==> src/stripe_pkg.sv <==
// Stripe write front end shared widths, response codes and merge helper
`default_nettype none

package stripe_pkg;

  // Widest channel number supported
  localparam int CHAN_BITS_MAX = 4;

  // Byte address
  typedef logic [31:0] addr_t;
  // Byte length of a request or a sub-write, never zero
  typedef logic [15:0] len_t;
  // Write response code, higher is worse
  typedef logic [1:0] resp_t;
  // Channel number, only the low bits used
  typedef logic [CHAN_BITS_MAX-1:0] chan_t;

  // Response codes
  localparam resp_t RESP_OKAY   = 2'd0;
  localparam resp_t RESP_EXOKAY = 2'd1;
  localparam resp_t RESP_SLVERR = 2'd2;
  localparam resp_t RESP_DECERR = 2'd3;

  // Worst of two response codes
  function automatic resp_t resp_worse(input resp_t a, input resp_t b);
    return (a > b) ? a : b;
  endfunction

endpackage

`default_nettype wire

==> src/stripe_fifo.sv <==
// Synchronous first-word-fall-through FIFO with a fill count
`timescale 1ns/1ps
`default_nettype none

module stripe_fifo #(
  parameter int WIDTH = 8,
  parameter int DEPTH = 4
) (
  input  logic             aclk,
  input  logic             aresetn,
  input  logic             wr_valid,
  output logic             wr_ready,
  input  logic [WIDTH-1:0] wr_data,
  output logic             rd_valid,
  input  logic             rd_ready,
  output logic [WIDTH-1:0] rd_data
);

  localparam int PW = (DEPTH > 1) ? $clog2(DEPTH) : 1;
  localparam int CW = $clog2(DEPTH + 1);

  // Storage, payload only
  logic [WIDTH-1:0] mem [DEPTH];
  logic [PW-1:0]    wr_ptr;
  logic [PW-1:0]    rd_ptr;
  logic [CW-1:0]    count;
  logic             do_wr;
  logic             do_rd;

  // Full and empty straight from the count
  assign wr_ready = (count != CW'(DEPTH));
  assign rd_valid = (count != '0);
  // Head word always on the output
  assign rd_data  = mem[rd_ptr];
  assign do_wr    = wr_valid && wr_ready;
  assign do_rd    = rd_valid && rd_ready;

  always_ff @(posedge aclk) begin
    if (!aresetn) begin
      wr_ptr <= '0;
      rd_ptr <= '0;
      count  <= '0;
    end else begin
      if (do_wr) begin
        wr_ptr <= (wr_ptr == PW'(DEPTH - 1)) ? '0 : wr_ptr + 1'b1;
      end
      if (do_rd) begin
        rd_ptr <= (rd_ptr == PW'(DEPTH - 1)) ? '0 : rd_ptr + 1'b1;
      end
      // Count tracks the net change
      case ({do_wr, do_rd})
        2'b10:   count <= count + 1'b1;
        2'b01:   count <= count - 1'b1;
        default: count <= count;
      endcase
    end
  end

  always_ff @(posedge aclk) begin
    if (do_wr) begin
      mem[wr_ptr] <= wr_data;
    end
  end

endmodule

`default_nettype wire

==> src/stripe_aw_split.sv <==
// Write request splitter, cuts requests at stripe boundaries and logs piece order
`timescale 1ns/1ps
`default_nettype none

module stripe_aw_split
  import stripe_pkg::*;
#(
  parameter int N_CHAN     = 4,
  parameter int STRIPE_LOG = 8
) (
  input  logic  aclk,
  input  logic  aresetn,
  // Incoming write requests
  input  logic  s_req_valid,
  output logic  s_req_ready,
  input  addr_t s_req_addr,
  input  len_t  s_req_len,
  // Sub-writes to the channels
  output logic  m_aw_valid,
  input  logic  m_aw_ready,
  output chan_t m_aw_chan,
  output addr_t m_aw_addr,
  output len_t  m_aw_len,
  // Order record for the reorder block
  output logic  ord_valid,
  input  logic  ord_ready,
  output chan_t ord_chan,
  output logic  ord_last
);

  localparam int    CW           = (N_CHAN > 1) ? $clog2(N_CHAN) : 1;
  localparam addr_t STRIPE_BYTES = addr_t'(1) << STRIPE_LOG;

  typedef enum logic {IDLE, ISSUE} state_t;

  state_t state;
  // Current piece start and bytes still to issue
  addr_t  cur_addr;
  len_t   rem;
  addr_t  to_bound;
  len_t   piece_len;
  logic   piece_last;
  logic   aw_hs;

  // Bytes left up to the next stripe boundary
  assign to_bound   = STRIPE_BYTES - (cur_addr & (STRIPE_BYTES - 1'b1));
  // Piece stops at the boundary or at the request end
  assign piece_len  = (addr_t'(rem) <= to_bound) ? rem : len_t'(to_bound);
  assign piece_last = (rem == piece_len);

  assign s_req_ready = (state == IDLE);

  // Each side sees valid only when the other can take the piece,
  // so both handshakes land in the same cycle
  // ord_ready only drops after our own write, so m_aw_valid holds until taken
  assign m_aw_valid = (state == ISSUE) && ord_ready;
  assign ord_valid  = (state == ISSUE) && m_aw_ready;
  assign aw_hs      = (state == ISSUE) && m_aw_ready && ord_ready;

  // Stripe number modulo channel count
  assign m_aw_chan = chan_t'(cur_addr[STRIPE_LOG +: CW]);
  assign m_aw_addr = cur_addr;
  assign m_aw_len  = piece_len;
  assign ord_chan  = m_aw_chan;
  assign ord_last  = piece_last;

  // FSM
  always_ff @(posedge aclk) begin
    if (!aresetn) begin
      state <= IDLE;
    end else begin
      case (state)
        IDLE:    if (s_req_valid) state <= ISSUE;
        ISSUE:   if (aw_hs && piece_last) state <= IDLE;
        default: state <= IDLE;
      endcase
    end
  end

  // Address and remainder, loaded on accept, advanced per piece
  always_ff @(posedge aclk) begin
    if (s_req_valid && s_req_ready) begin
      cur_addr <= s_req_addr;
      rem      <= s_req_len;
    end else if (aw_hs) begin
      cur_addr <= cur_addr + addr_t'(piece_len);
      rem      <= rem - piece_len;
    end
  end

endmodule

`default_nettype wire

==> src/stripe_b_arbiter.sv <==
// Round-robin arbiter joining the channel write responses onto one return bus
`timescale 1ns/1ps
`default_nettype none

module stripe_b_arbiter
  import stripe_pkg::*;
#(
  parameter int N_CHAN = 4
) (
  input  logic                aclk,
  input  logic                aresetn,
  // Per-channel response ports
  input  logic  [N_CHAN-1:0]  ch_b_valid,
  output logic  [N_CHAN-1:0]  ch_b_ready,
  input  resp_t [N_CHAN-1:0]  ch_b_resp,
  // Shared return bus
  output logic                rb_valid,
  input  logic                rb_ready,
  output chan_t               rb_chan,
  output resp_t               rb_resp
);

  localparam int CW = (N_CHAN > 1) ? $clog2(N_CHAN) : 1;

  // Highest priority channel this round
  logic [CW-1:0] ptr;
  logic [CW-1:0] win;
  logic          found;

  // First valid channel at or after the pointer
  always_comb begin
    win   = ptr;
    found = 1'b0;
    for (int k = 0; k < N_CHAN; k++) begin
      if (!found && ch_b_valid[CW'((int'(ptr) + k) % N_CHAN)]) begin
        win   = CW'((int'(ptr) + k) % N_CHAN);
        found = 1'b1;
      end
    end
  end

  assign rb_valid = found;
  assign rb_chan  = chan_t'(win);
  assign rb_resp  = ch_b_resp[win];

  // Ready back to the winner only
  always_comb begin
    ch_b_ready      = '0;
    ch_b_ready[win] = rb_ready && found;
  end

  // Pointer steps past the winner on each bus handshake
  always_ff @(posedge aclk) begin
    if (!aresetn) begin
      ptr <= '0;
    end else if (found && rb_ready) begin
      ptr <= (win == CW'(N_CHAN - 1)) ? '0 : win + 1'b1;
    end
  end

endmodule

`default_nettype wire

==> src/stripe_b_reorder.sv <==
// Response reorder, queues pieces per channel and merges them per request in order
`timescale 1ns/1ps
`default_nettype none

module stripe_b_reorder
  import stripe_pkg::*;
#(
  parameter int N_CHAN    = 4,
  parameter int ORD_DEPTH = 16,
  parameter int RSP_DEPTH = 8
) (
  input  logic  aclk,
  input  logic  aresetn,
  // Shared return bus
  input  logic  rb_valid,
  output logic  rb_ready,
  input  chan_t rb_chan,
  input  resp_t rb_resp,
  // Piece order from the splitter
  input  logic  ord_valid,
  output logic  ord_ready,
  input  chan_t ord_chan,
  input  logic  ord_last,
  // Merged in-order responses
  output logic  m_b_valid,
  input  logic  m_b_ready,
  output resp_t m_b_resp
);

  localparam int CW = (N_CHAN > 1) ? $clog2(N_CHAN) : 1;
  localparam int OW = CHAN_BITS_MAX + 1;

  typedef enum logic {IDLE, MERGE} state_t;

  state_t                state;
  // Worst code folded so far, valid in MERGE only
  resp_t                 acc;
  logic                  ord_rd_valid;
  logic                  ord_rd_ready;
  logic  [OW-1:0]        ord_head;
  logic  [CW-1:0]        head_idx;
  logic                  head_last;
  logic  [CW-1:0]        rb_idx;
  logic  [N_CHAN-1:0]    q_wr_valid;
  logic  [N_CHAN-1:0]    q_wr_ready;
  logic  [N_CHAN-1:0]    q_rd_valid;
  logic  [N_CHAN-1:0]    q_rd_ready;
  resp_t [N_CHAN-1:0]    q_rd_data;
  logic                  piece_avail;
  logic                  pop;
  resp_t                 merged;

  // Order queue, entry is {last, chan}
  stripe_fifo #(.WIDTH(OW), .DEPTH(ORD_DEPTH)) i_ord_q (
    .aclk     (aclk),
    .aresetn  (aresetn),
    .wr_valid (ord_valid),
    .wr_ready (ord_ready),
    .wr_data  ({ord_last, ord_chan}),
    .rd_valid (ord_rd_valid),
    .rd_ready (ord_rd_ready),
    .rd_data  (ord_head)
  );

  assign head_idx  = ord_head[CW-1:0];
  assign head_last = ord_head[OW-1];

  // Steer the bus into the tagged channel queue
  assign rb_idx   = rb_chan[CW-1:0];
  assign rb_ready = q_wr_ready[rb_idx];

  for (genvar i = 0; i < N_CHAN; i++) begin : g_rsp_q
    assign q_wr_valid[i] = rb_valid && (rb_idx == CW'(i));
    assign q_rd_ready[i] = pop && (head_idx == CW'(i));

    stripe_fifo #(.WIDTH($bits(resp_t)), .DEPTH(RSP_DEPTH)) i_rsp_q (
      .aclk     (aclk),
      .aresetn  (aresetn),
      .wr_valid (q_wr_valid[i]),
      .wr_ready (q_wr_ready[i]),
      .wr_data  (rb_resp),
      .rd_valid (q_rd_valid[i]),
      .rd_ready (q_rd_ready[i]),
      .rd_data  (q_rd_data[i])
    );
  end

  // Head entry has its piece waiting
  assign piece_avail = ord_rd_valid && q_rd_valid[head_idx];
  // Fresh request starts from OKAY
  assign merged = resp_worse((state == MERGE) ? acc : RESP_OKAY, q_rd_data[head_idx]);

  // Last piece goes out, earlier ones fold silently
  assign m_b_valid    = piece_avail && head_last;
  assign m_b_resp     = merged;
  assign pop          = piece_avail && (!head_last || m_b_ready);
  assign ord_rd_ready = pop;

  always_ff @(posedge aclk) begin
    if (!aresetn) begin
      state <= IDLE;
    end else if (pop) begin
      state <= head_last ? IDLE : MERGE;
    end
  end

  always_ff @(posedge aclk) begin
    if (pop && !head_last) begin
      acc <= merged;
    end
  end

endmodule

`default_nettype wire

==> src/stripe_write_top.sv <==
// Write striping front end top, splitter plus response arbiter and reorder
`timescale 1ns/1ps
`default_nettype none

module stripe_write_top
  import stripe_pkg::*;
#(
  parameter int N_CHAN     = 4,
  parameter int STRIPE_LOG = 8,
  parameter int ORD_DEPTH  = 16,
  parameter int RSP_DEPTH  = 8
) (
  input  logic               aclk,
  input  logic               aresetn,
  // Request port
  input  logic               s_req_valid,
  output logic               s_req_ready,
  input  addr_t              s_req_addr,
  input  len_t               s_req_len,
  // Sub-write port
  output logic               m_aw_valid,
  input  logic               m_aw_ready,
  output chan_t              m_aw_chan,
  output addr_t              m_aw_addr,
  output len_t               m_aw_len,
  // Channel response ports
  input  logic  [N_CHAN-1:0] ch_b_valid,
  output logic  [N_CHAN-1:0] ch_b_ready,
  input  resp_t [N_CHAN-1:0] ch_b_resp,
  // Final response port
  output logic               m_b_valid,
  input  logic               m_b_ready,
  output resp_t              m_b_resp
);

  // Order path
  logic  ord_valid;
  logic  ord_ready;
  chan_t ord_chan;
  logic  ord_last;
  // Return bus
  logic  rb_valid;
  logic  rb_ready;
  chan_t rb_chan;
  resp_t rb_resp;

  stripe_aw_split #(.N_CHAN(N_CHAN), .STRIPE_LOG(STRIPE_LOG)) i_split (
    .aclk        (aclk),
    .aresetn     (aresetn),
    .s_req_valid (s_req_valid),
    .s_req_ready (s_req_ready),
    .s_req_addr  (s_req_addr),
    .s_req_len   (s_req_len),
    .m_aw_valid  (m_aw_valid),
    .m_aw_ready  (m_aw_ready),
    .m_aw_chan   (m_aw_chan),
    .m_aw_addr   (m_aw_addr),
    .m_aw_len    (m_aw_len),
    .ord_valid   (ord_valid),
    .ord_ready   (ord_ready),
    .ord_chan    (ord_chan),
    .ord_last    (ord_last)
  );

  stripe_b_arbiter #(.N_CHAN(N_CHAN)) i_arb (
    .aclk       (aclk),
    .aresetn    (aresetn),
    .ch_b_valid (ch_b_valid),
    .ch_b_ready (ch_b_ready),
    .ch_b_resp  (ch_b_resp),
    .rb_valid   (rb_valid),
    .rb_ready   (rb_ready),
    .rb_chan    (rb_chan),
    .rb_resp    (rb_resp)
  );

  stripe_b_reorder #(
    .N_CHAN    (N_CHAN),
    .ORD_DEPTH (ORD_DEPTH),
    .RSP_DEPTH (RSP_DEPTH)
  ) i_reorder (
    .aclk      (aclk),
    .aresetn   (aresetn),
    .rb_valid  (rb_valid),
    .rb_ready  (rb_ready),
    .rb_chan   (rb_chan),
    .rb_resp   (rb_resp),
    .ord_valid (ord_valid),
    .ord_ready (ord_ready),
    .ord_chan  (ord_chan),
    .ord_last  (ord_last),
    .m_b_valid (m_b_valid),
    .m_b_ready (m_b_ready),
    .m_b_resp  (m_b_resp)
  );

endmodule

`default_nettype wire

==> config.mk <==
export PLATFORM = sky130hd
export DESIGN_NAME = stripe_write_top
export DESIGN_NICKNAME = d
export VERILOG_FILES = /design/src/stripe_pkg.sv /design/src/stripe_fifo.sv /design/src/stripe_aw_split.sv /design/src/stripe_b_arbiter.sv /design/src/stripe_b_reorder.sv /design/src/stripe_write_top.sv
export SDC_FILE = /design/constraint.sdc
export NUM_CORES = 1
export LEC_CHECK = 0
export BUFFER_PORTS_ARGS = -buffer_cell sky130_fd_sc_hd__buf_2
export CAP_MARGIN = 20
export CORE_ASPECT_RATIO = 0.8
export CORE_MARGIN = 3
export CORE_UTILIZATION = 55
export CTS_CLUSTER_SIZE = 20
export DETAILED_ROUTE_END_ITERATION = 8
export PLACE_DENSITY = 0.74
export SYNTH_ARGS = -nofsm -noshare
export SYNTH_HDL_FRONTEND = slang
export SYNTH_HIERARCHICAL = 1
export SYNTH_SLANG_ARGS = --single-unit
==> constraint.sdc <==
create_clock -name aclk -period 6.2 [get_ports aclk]
set_input_delay 0.31 -clock aclk [delete_from_list [all_inputs] [get_ports aclk]]
set_output_delay 0.31 -clock aclk [all_outputs]
set_load 0.02 [all_outputs]
== Word-level counts from Yosys, hierarchy flattened ==
Memories as Yosys holds them, arrays and structs flattened. A register that Yosys moved wholly into a read port is not among the register bits.
Index checks and enable logic that the tools add are counted.

* Bits of input ports: 65
* Word-level logic and storage cells: 221
* Memories kept: 5
* Memory bits (writable): 112
* Bits in registers: 107
* Output and inout port bits: 61

* Reduce and logical (&&, ||, !) cells: 49
* $add $sub $neg: 27
* Equality and inequality tests: 32
* Magnitude comparators: 9
* Mux-type cells: 76
* Bitwise operators: 2

{| class="wikitable"
|+ Memories
! memory !! depth !! width !! read ports !! clocked after memory_dff !! wr ports !! line !! text
|-
| i_reorder.i_ord_q.mem || 16 || 3 || 1 || 1 || 1 || stripe_fifo.sv:23 || <nowiki>logic [WIDTH-1:0] mem [DEPTH];</nowiki>
|-
| i_reorder.g_rsp_q[0].i_rsp_q.mem || 8 || 2 || 1 || 1 || 1 || stripe_fifo.sv:23 ||
|-
| i_reorder.g_rsp_q[1].i_rsp_q.mem || 8 || 2 || 1 || 1 || 1 || stripe_fifo.sv:23 ||
|-
| i_reorder.g_rsp_q[2].i_rsp_q.mem || 8 || 2 || 1 || 1 || 1 || stripe_fifo.sv:23 ||
|-
| i_reorder.g_rsp_q[3].i_rsp_q.mem || 8 || 2 || 1 || 1 || 1 || stripe_fifo.sv:23 ||
|}

{| class="wikitable"
|+ Operators with widths
! operator !! count
|-
| $mux W32 || 2
|-
| $mux W16 || 3
|-
| $mux W3 || 16
|-
| $add A32 B16 Y32 || 1
|-
| $le A16 B32 Y1 || 1
|-
| $pmux W4 S2 || 4
|-
| $logic_and A1 B1 Y1 || 31
|-
| $mux W1 || 28
|-
| $add A3 B1 Y3 const B || 8
|-
| $add A4 B1 Y4 const B || 6
|-
| $eq A3 B3 Y1 const B || 8
|-
| $eq A2 B2 Y1 const B || 9
|-
| $eq A16 B16 Y1 || 1
|-
| $lt A2 B4 Y1 const B || 4
|-
| $mux W2 || 8
|-
| $mux W4 || 4
|-
| $ne A4 B4 Y1 const B || 4
|-
| $reduce_bool A4 Y1 || 4
|-
| $sub A16 B16 Y16 || 1
|-
| $sub A4 B1 Y4 const B || 4
|-
| $eq A2 B1 Y1 const B || 7
|-
| $bmux W1 S2 || 6
|-
| $reduce_bool A2 Y1 || 6
|-
| $pmux W5 S2 || 1
|-
| other kinds (19) || 28
|}

== Logic depth before layout (Yosys ltp) ==
* Depth in word-level cells: 18
* Mapped depth: 25
* Mapped depth without buffers: 24

== By module ==
Netlist, hierarchy kept.

{| class="wikitable"
|+ Modules (own cells, without submodules)
! module !! cells an instance !! seq. area each (um2) !! times used !! area each (um2)
|-
| stripe_aw_split || 481 || 1461.4 || 1 || 4391.7
|-
| stripe_fifo (i_reorder.i_ord_q) || 227 || 2742.6 || 1 || 4012.6
|-
| stripe_fifo (i_reorder.g_rsp_q[2].i_rsp_q ...) || 98 || 740.7 || 2 || 1320.0
|-
| stripe_fifo (i_reorder.g_rsp_q[0].i_rsp_q) || 98 || 740.7 || 1 || 1326.3
|-
| stripe_fifo (i_reorder.g_rsp_q[1].i_rsp_q) || 99 || 740.7 || 1 || 1326.3
|-
| stripe_b_reorder || 45 || 80.1 || 1 || 425.4
|-
| stripe_b_arbiter || 41 || 40.0 || 1 || 347.8
|}

== Least setup slack after synthesis ==
No wires, ideal clock.

* Kind: reg2reg
* Start: reg i_split.cur_addr[1], in the netlist i_split/m_aw_addr[1]
* End: reg i_split.cur_addr[30], in the netlist i_split/m_aw_addr[30] (data pin)
* Cell stages (with the launch flop): 26
* Clock period less this slack: 5.472 ns
* Library setup time: 0.266 ns
* Data required time: 5.934 ns
* Setup slack: 0.728 ns
* Path buffers: 1
* Arrival time: 5.206 ns
* Cell sequence: edfxtp_1 > inv_1 > ha_1 > nand2_1 > or3_1 > xor2_1 > inv_1 > ha_1 > nand4_1 > nor2_1 > nand2_1 > nand2_1 > nand2_1 > a31oi_4 > buf_6 > mux2i_1 > ha_1 > inv_1 > fa_1 > nor2b_1 > o31a_1 > o41ai_2 > a2111o_1 > a21oi_1 > xnor2_1 > o21ai_1

* Longest elaborated chain between the ends: 6

{| class="wikitable"
|+ Ends and longest elaborated chain
! element !! line !! text
|-
| start, declared || stripe_aw_split.sv:38 || <nowiki>addr_t cur_addr;</nowiki>
|-
| start signal, assigned || stripe_aw_split.sv:83 || <nowiki>cur_addr <= s_req_addr;</nowiki>
|-
| start signal, assigned || stripe_aw_split.sv:86 || <nowiki>cur_addr <= cur_addr + addr_t'(piece_len);</nowiki>
|-
| $sub A9 B8 Y10 || stripe_aw_split.sv:46 || <nowiki>assign to_bound = STRIPE_BYTES - (cur_addr & (STRIPE_BYTES - 1'b1));</nowiki>
|-
| $le A16 B32 Y1 || stripe_aw_split.sv:48 || <nowiki>assign piece_len = (addr_t'(rem) <= to_bound) ? rem : len_t'(to_bound);</nowiki>
|-
| $mux W16 || stripe_aw_split.sv:48 ||
|-
| via m_aw_len[0] || stripe_write_top.sv:25 || <nowiki>output len_t m_aw_len,</nowiki>
|-
| $add A32 B16 Y32 || stripe_aw_split.sv:86 ||
|-
| $mux W32 || stripe_aw_split.sv:85 || <nowiki>end else if (aw_hs) begin</nowiki>
|-
| $mux W32 || stripe_aw_split.sv:82 || <nowiki>if (s_req_valid && s_req_ready) begin</nowiki>
|}

The timed path passes the listed nets, and every way through them passes these cells. The select of a mux whose other input is x is not followed.
A chain may end at the register's enable or synchronous reset.

== Worst setup path after layout ==
* Start: reg i_split.cur_addr[1], in the netlist i_split/m_aw_addr[1]
* End: reg i_split.cur_addr[24], in the netlist i_split/m_aw_addr[24] (data pin)

* Longest elaborated chain between the ends: 6

{| class="wikitable"
|+ Ends and longest elaborated chain
! element !! line
|-
| $sub A9 B8 Y10 || stripe_aw_split.sv:46
|-
| $le A16 B32 Y1 || stripe_aw_split.sv:48
|-
| $mux W16 || stripe_aw_split.sv:48
|-
| $add A32 B16 Y32 (*) || stripe_aw_split.sv:86
|-
| $mux W32 (*) || stripe_aw_split.sv:85
|-
| $mux W32 (*) || stripe_aw_split.sv:82
|}

Every way passes the cells marked *; elsewhere a longest branch is shown, timed or not. The select of a mux whose other input is x is not followed.

==> results.tsv <==
metric	value	unit
result of the run	finished, final reports clean	
Max Buffers Root-to-Sink	3	
Worst Setup Slack post-DPL	0.802	ns
chain of cells forming the critical path	inv_1, ha_1, nand2_1, or3_1, xor2_1, inv_1, ha_1, nand4_1, nor2_1, nand2_1, nand2_1, nand2_1, a31oi_4, mux2i_1, ha_1, inv_1, fa_1, nor2b_1, o31a_1, o41ai_2, a2111o_1, a21oi_1, xnor2_1, o21ai_1	
per-instance average area after synthesis	11.6	µm²
worst hold path stage count	3	
relative slew slack	23.8	%
Startpoint Class	flop	
via count of the first global-routing pass	8597	
Final period util	87.5	%
initial core utilization	56.3	%
RSZ-0062 raised after global routing	no	
CTS Root Cell	sky130_fd_sc_hd__clkbuf_16	
commonest cells after routing, fill and taps aside	sky130_fd_sc_hd__edfxtp_1, sky130_fd_sc_hd__buf_2, sky130_fd_sc_hd__nand2_1, sky130_fd_sc_hd__ha_1, sky130_fd_sc_hd__dfxtp_1	
reg-to-reg slack, setup	0.77	ns
largest net degree at the start of global routing	58	
ratio of routed vias to standard cells	5.76	
depth of the critical timing path with buffers and inverters included	24	
kind of cell with the highest combined delay on the critical path	compound AO/OA/AOI/OAI gates	
Setup crit start	i_split/m_aw_addr[1]	
Max Transition Viols Final	0	
launch instance of the worst register-to-register path	i_split/m_aw_addr[1]	
Power, Total	5690	µW
final hold violation count	0	
average wire per cell in the routed design	17.4	µm
cell repeated most along the worst path	sky130_fd_sc_hd__nand2_1	
initial antenna violation count	0	
diodes inserted	0	
CTS Hold Buffers Added	0	
final worst path period need	5.43	ns
critical hold path startpoint	s_req_addr[0]	
total wire length	27.7	mm
worst path bufs/invs	3	
total half-perimeter wirelength after legalization and detailed placement	19.8	mm
Hold Path Sink	i_split/m_aw_addr[0]	
RePlAce Congestion	0.885	
Crit-path slowest cell	sky130_fd_sc_hd__a2111o_1	
power per cell area	383	mW/mm²
Setup Crit Path Kind	reg -> reg	
final global-route overflow total	0	
total clock buffers created by CTS	25	
global router's overall resource usage	20.5	%
die footprint	0.0260	mm²
number of nets with antenna violations after routing	0	
fill cell count	1859	
DR vias	9154	
arrival time of data at the critical path endpoint	5.68	ns
number of H-tree levels	1	
Worst Max-Slew Pin Slew	1.14	ns
number of cells on the worst reg-to-reg path	24	
width of the die	180	µm
clock transition at the registers of the reported paths	0.06	ns
required time at the endpoint of the critical path	6.46	ns
placeable core region	0.0235	mm²
DRC marker count from the first detailed-route iteration	616	
final setup skew	0.00667	ns
Worst Path Max Fanout	6	
DRT Pass-1 Iters	5	
fraction of layout instances using a drive strength above 1	21.1	%
post-layout net count	1402	
# port buffers	116	
fmax	0.184	GHz
most frequent standard cell in the layout excluding fill and tap cells	sky130_fd_sc_hd__edfxtp_1	
Syn-to-layout area delta	12.0	%
reg-to-reg endpoint	i_split/m_aw_addr[24]	
worst supply voltage drop on vdd	0.332	mV
least setup slack across all paths after layout	0.774	ns
YS warnings	6	
buffer count from post-CTS setup fixing	0	
clk sink count	235	
number of core rows	50	
die span in y	145	µm
DRC Markers	0	
Max-cap violations	0	
Setup violations, final	0	
aggregate negative setup slack	0	ns
TritonCTS clock tree	built	
# resized after CTS	0	
Lkg Pwr	0.00552	µW
instance count of the mapped netlist	1140	
clock latency on the worst-skew pair	0.52	ns
type of destination of the critical path	flop	
Top Ports	126	
first-pass GRT wire length	43.9	mm
cell area after technology mapping	0.0133	mm²
largest stage delay on the critical path	0.48	ns
type of the most critical hold path	in -> reg	
[area by class of cell]
| class | instances | area (µm²) | area share, % |
|---|---|---|---|
| clock buffer | 25 | 626 | 4.22 |
| clock inverter | 21 | 159 | 1.07 |
| inverter | 37 | 139 | 0.936 |
| multi-input combinational | 836 | 6570 | 44.3 |
| sequential | 235 | 6330 | 42.6 |
| tap | 312 | 390 | 2.63 |
| timing repair buffer | 122 | 626 | 4.22 |
[worst max path at each step]
stage | slack [ns] | endpoint
2_1_floorplan | 0.73 | i_split/m_aw_addr[30]
3_3_place_gp | 1.01 | i_split/m_aw_addr[20]
3_5_place_dp | 0.80 | i_split/m_aw_addr[30]
4_1_cts | 0.80 | i_split/m_aw_addr[24]
5_1_grt | 0.27 | i_split/m_aw_addr[30]
6_report | 0.77 | i_split/m_aw_addr[24]
[flip-flops by register name, indices dropped and copies added, names as in the netlist, named ones only]
| signal | count |
|---|---|
| i_reorder/i_ord_q/rd_ptr | 4 |
| i_reorder/g_rsp_q.i_rsp_q/rd_ptr | 12 |
| i_reorder/i_ord_q/wr_ptr | 4 |
| i_reorder/g_rsp_q.i_rsp_q/wr_ptr | 12 |
| i_reorder/g_rsp_q.i_rsp_q/mem | 64 |
| i_reorder/acc | 2 |
| i_reorder/g_rsp_q.i_rsp_q/count | 16 |
| i_split/rem | 16 |
| i_reorder/state | 1 |
| i_split/state | 1 |
| i_split/m_aw_addr | 32 |
| i_reorder/i_ord_q/count | 5 |
| i_arb/ptr | 2 |
| i_reorder/i_ord_q/mem | 48 |
[metal layers]
metal  part of all wire, %  track usage, %  vias to the layer above
met5                     0               0                        -
met4                   1.9            4.56                        0
met3                   6.0            3.37                       36
met2                    45            32.8                      257
met1                    47            29.9                     4378
li1                      -               -                     4483
[tightest hold or removal path, cell delays in order]
cell and delay, ns:
sky130_fd_sc_hd__buf_2 0.07, sky130_fd_sc_hd__nand2_1 0.04, sky130_fd_sc_hd__nand2_1 0.04
[power by group]
group	internal [µW]	switching, µW
clock	791	638
combinational	875	1240
sequential	1950	192
[stage by stage]
stage                     hold WS [ns]  area [µm²]  utilization [%]  cells
after global routing            0.0451       14800             63.1   1588
after CTS                       0.0227       14800             63.1   1588
after floorplan                  0.428       13300                -   1155
after global placement           0.465       14100             59.8   1542
after detailed placement         0.467       14100             59.8   1542
final                           0.0444       14800             63.1   1588
Note: power is estimated with default switching activity, not from simulation.
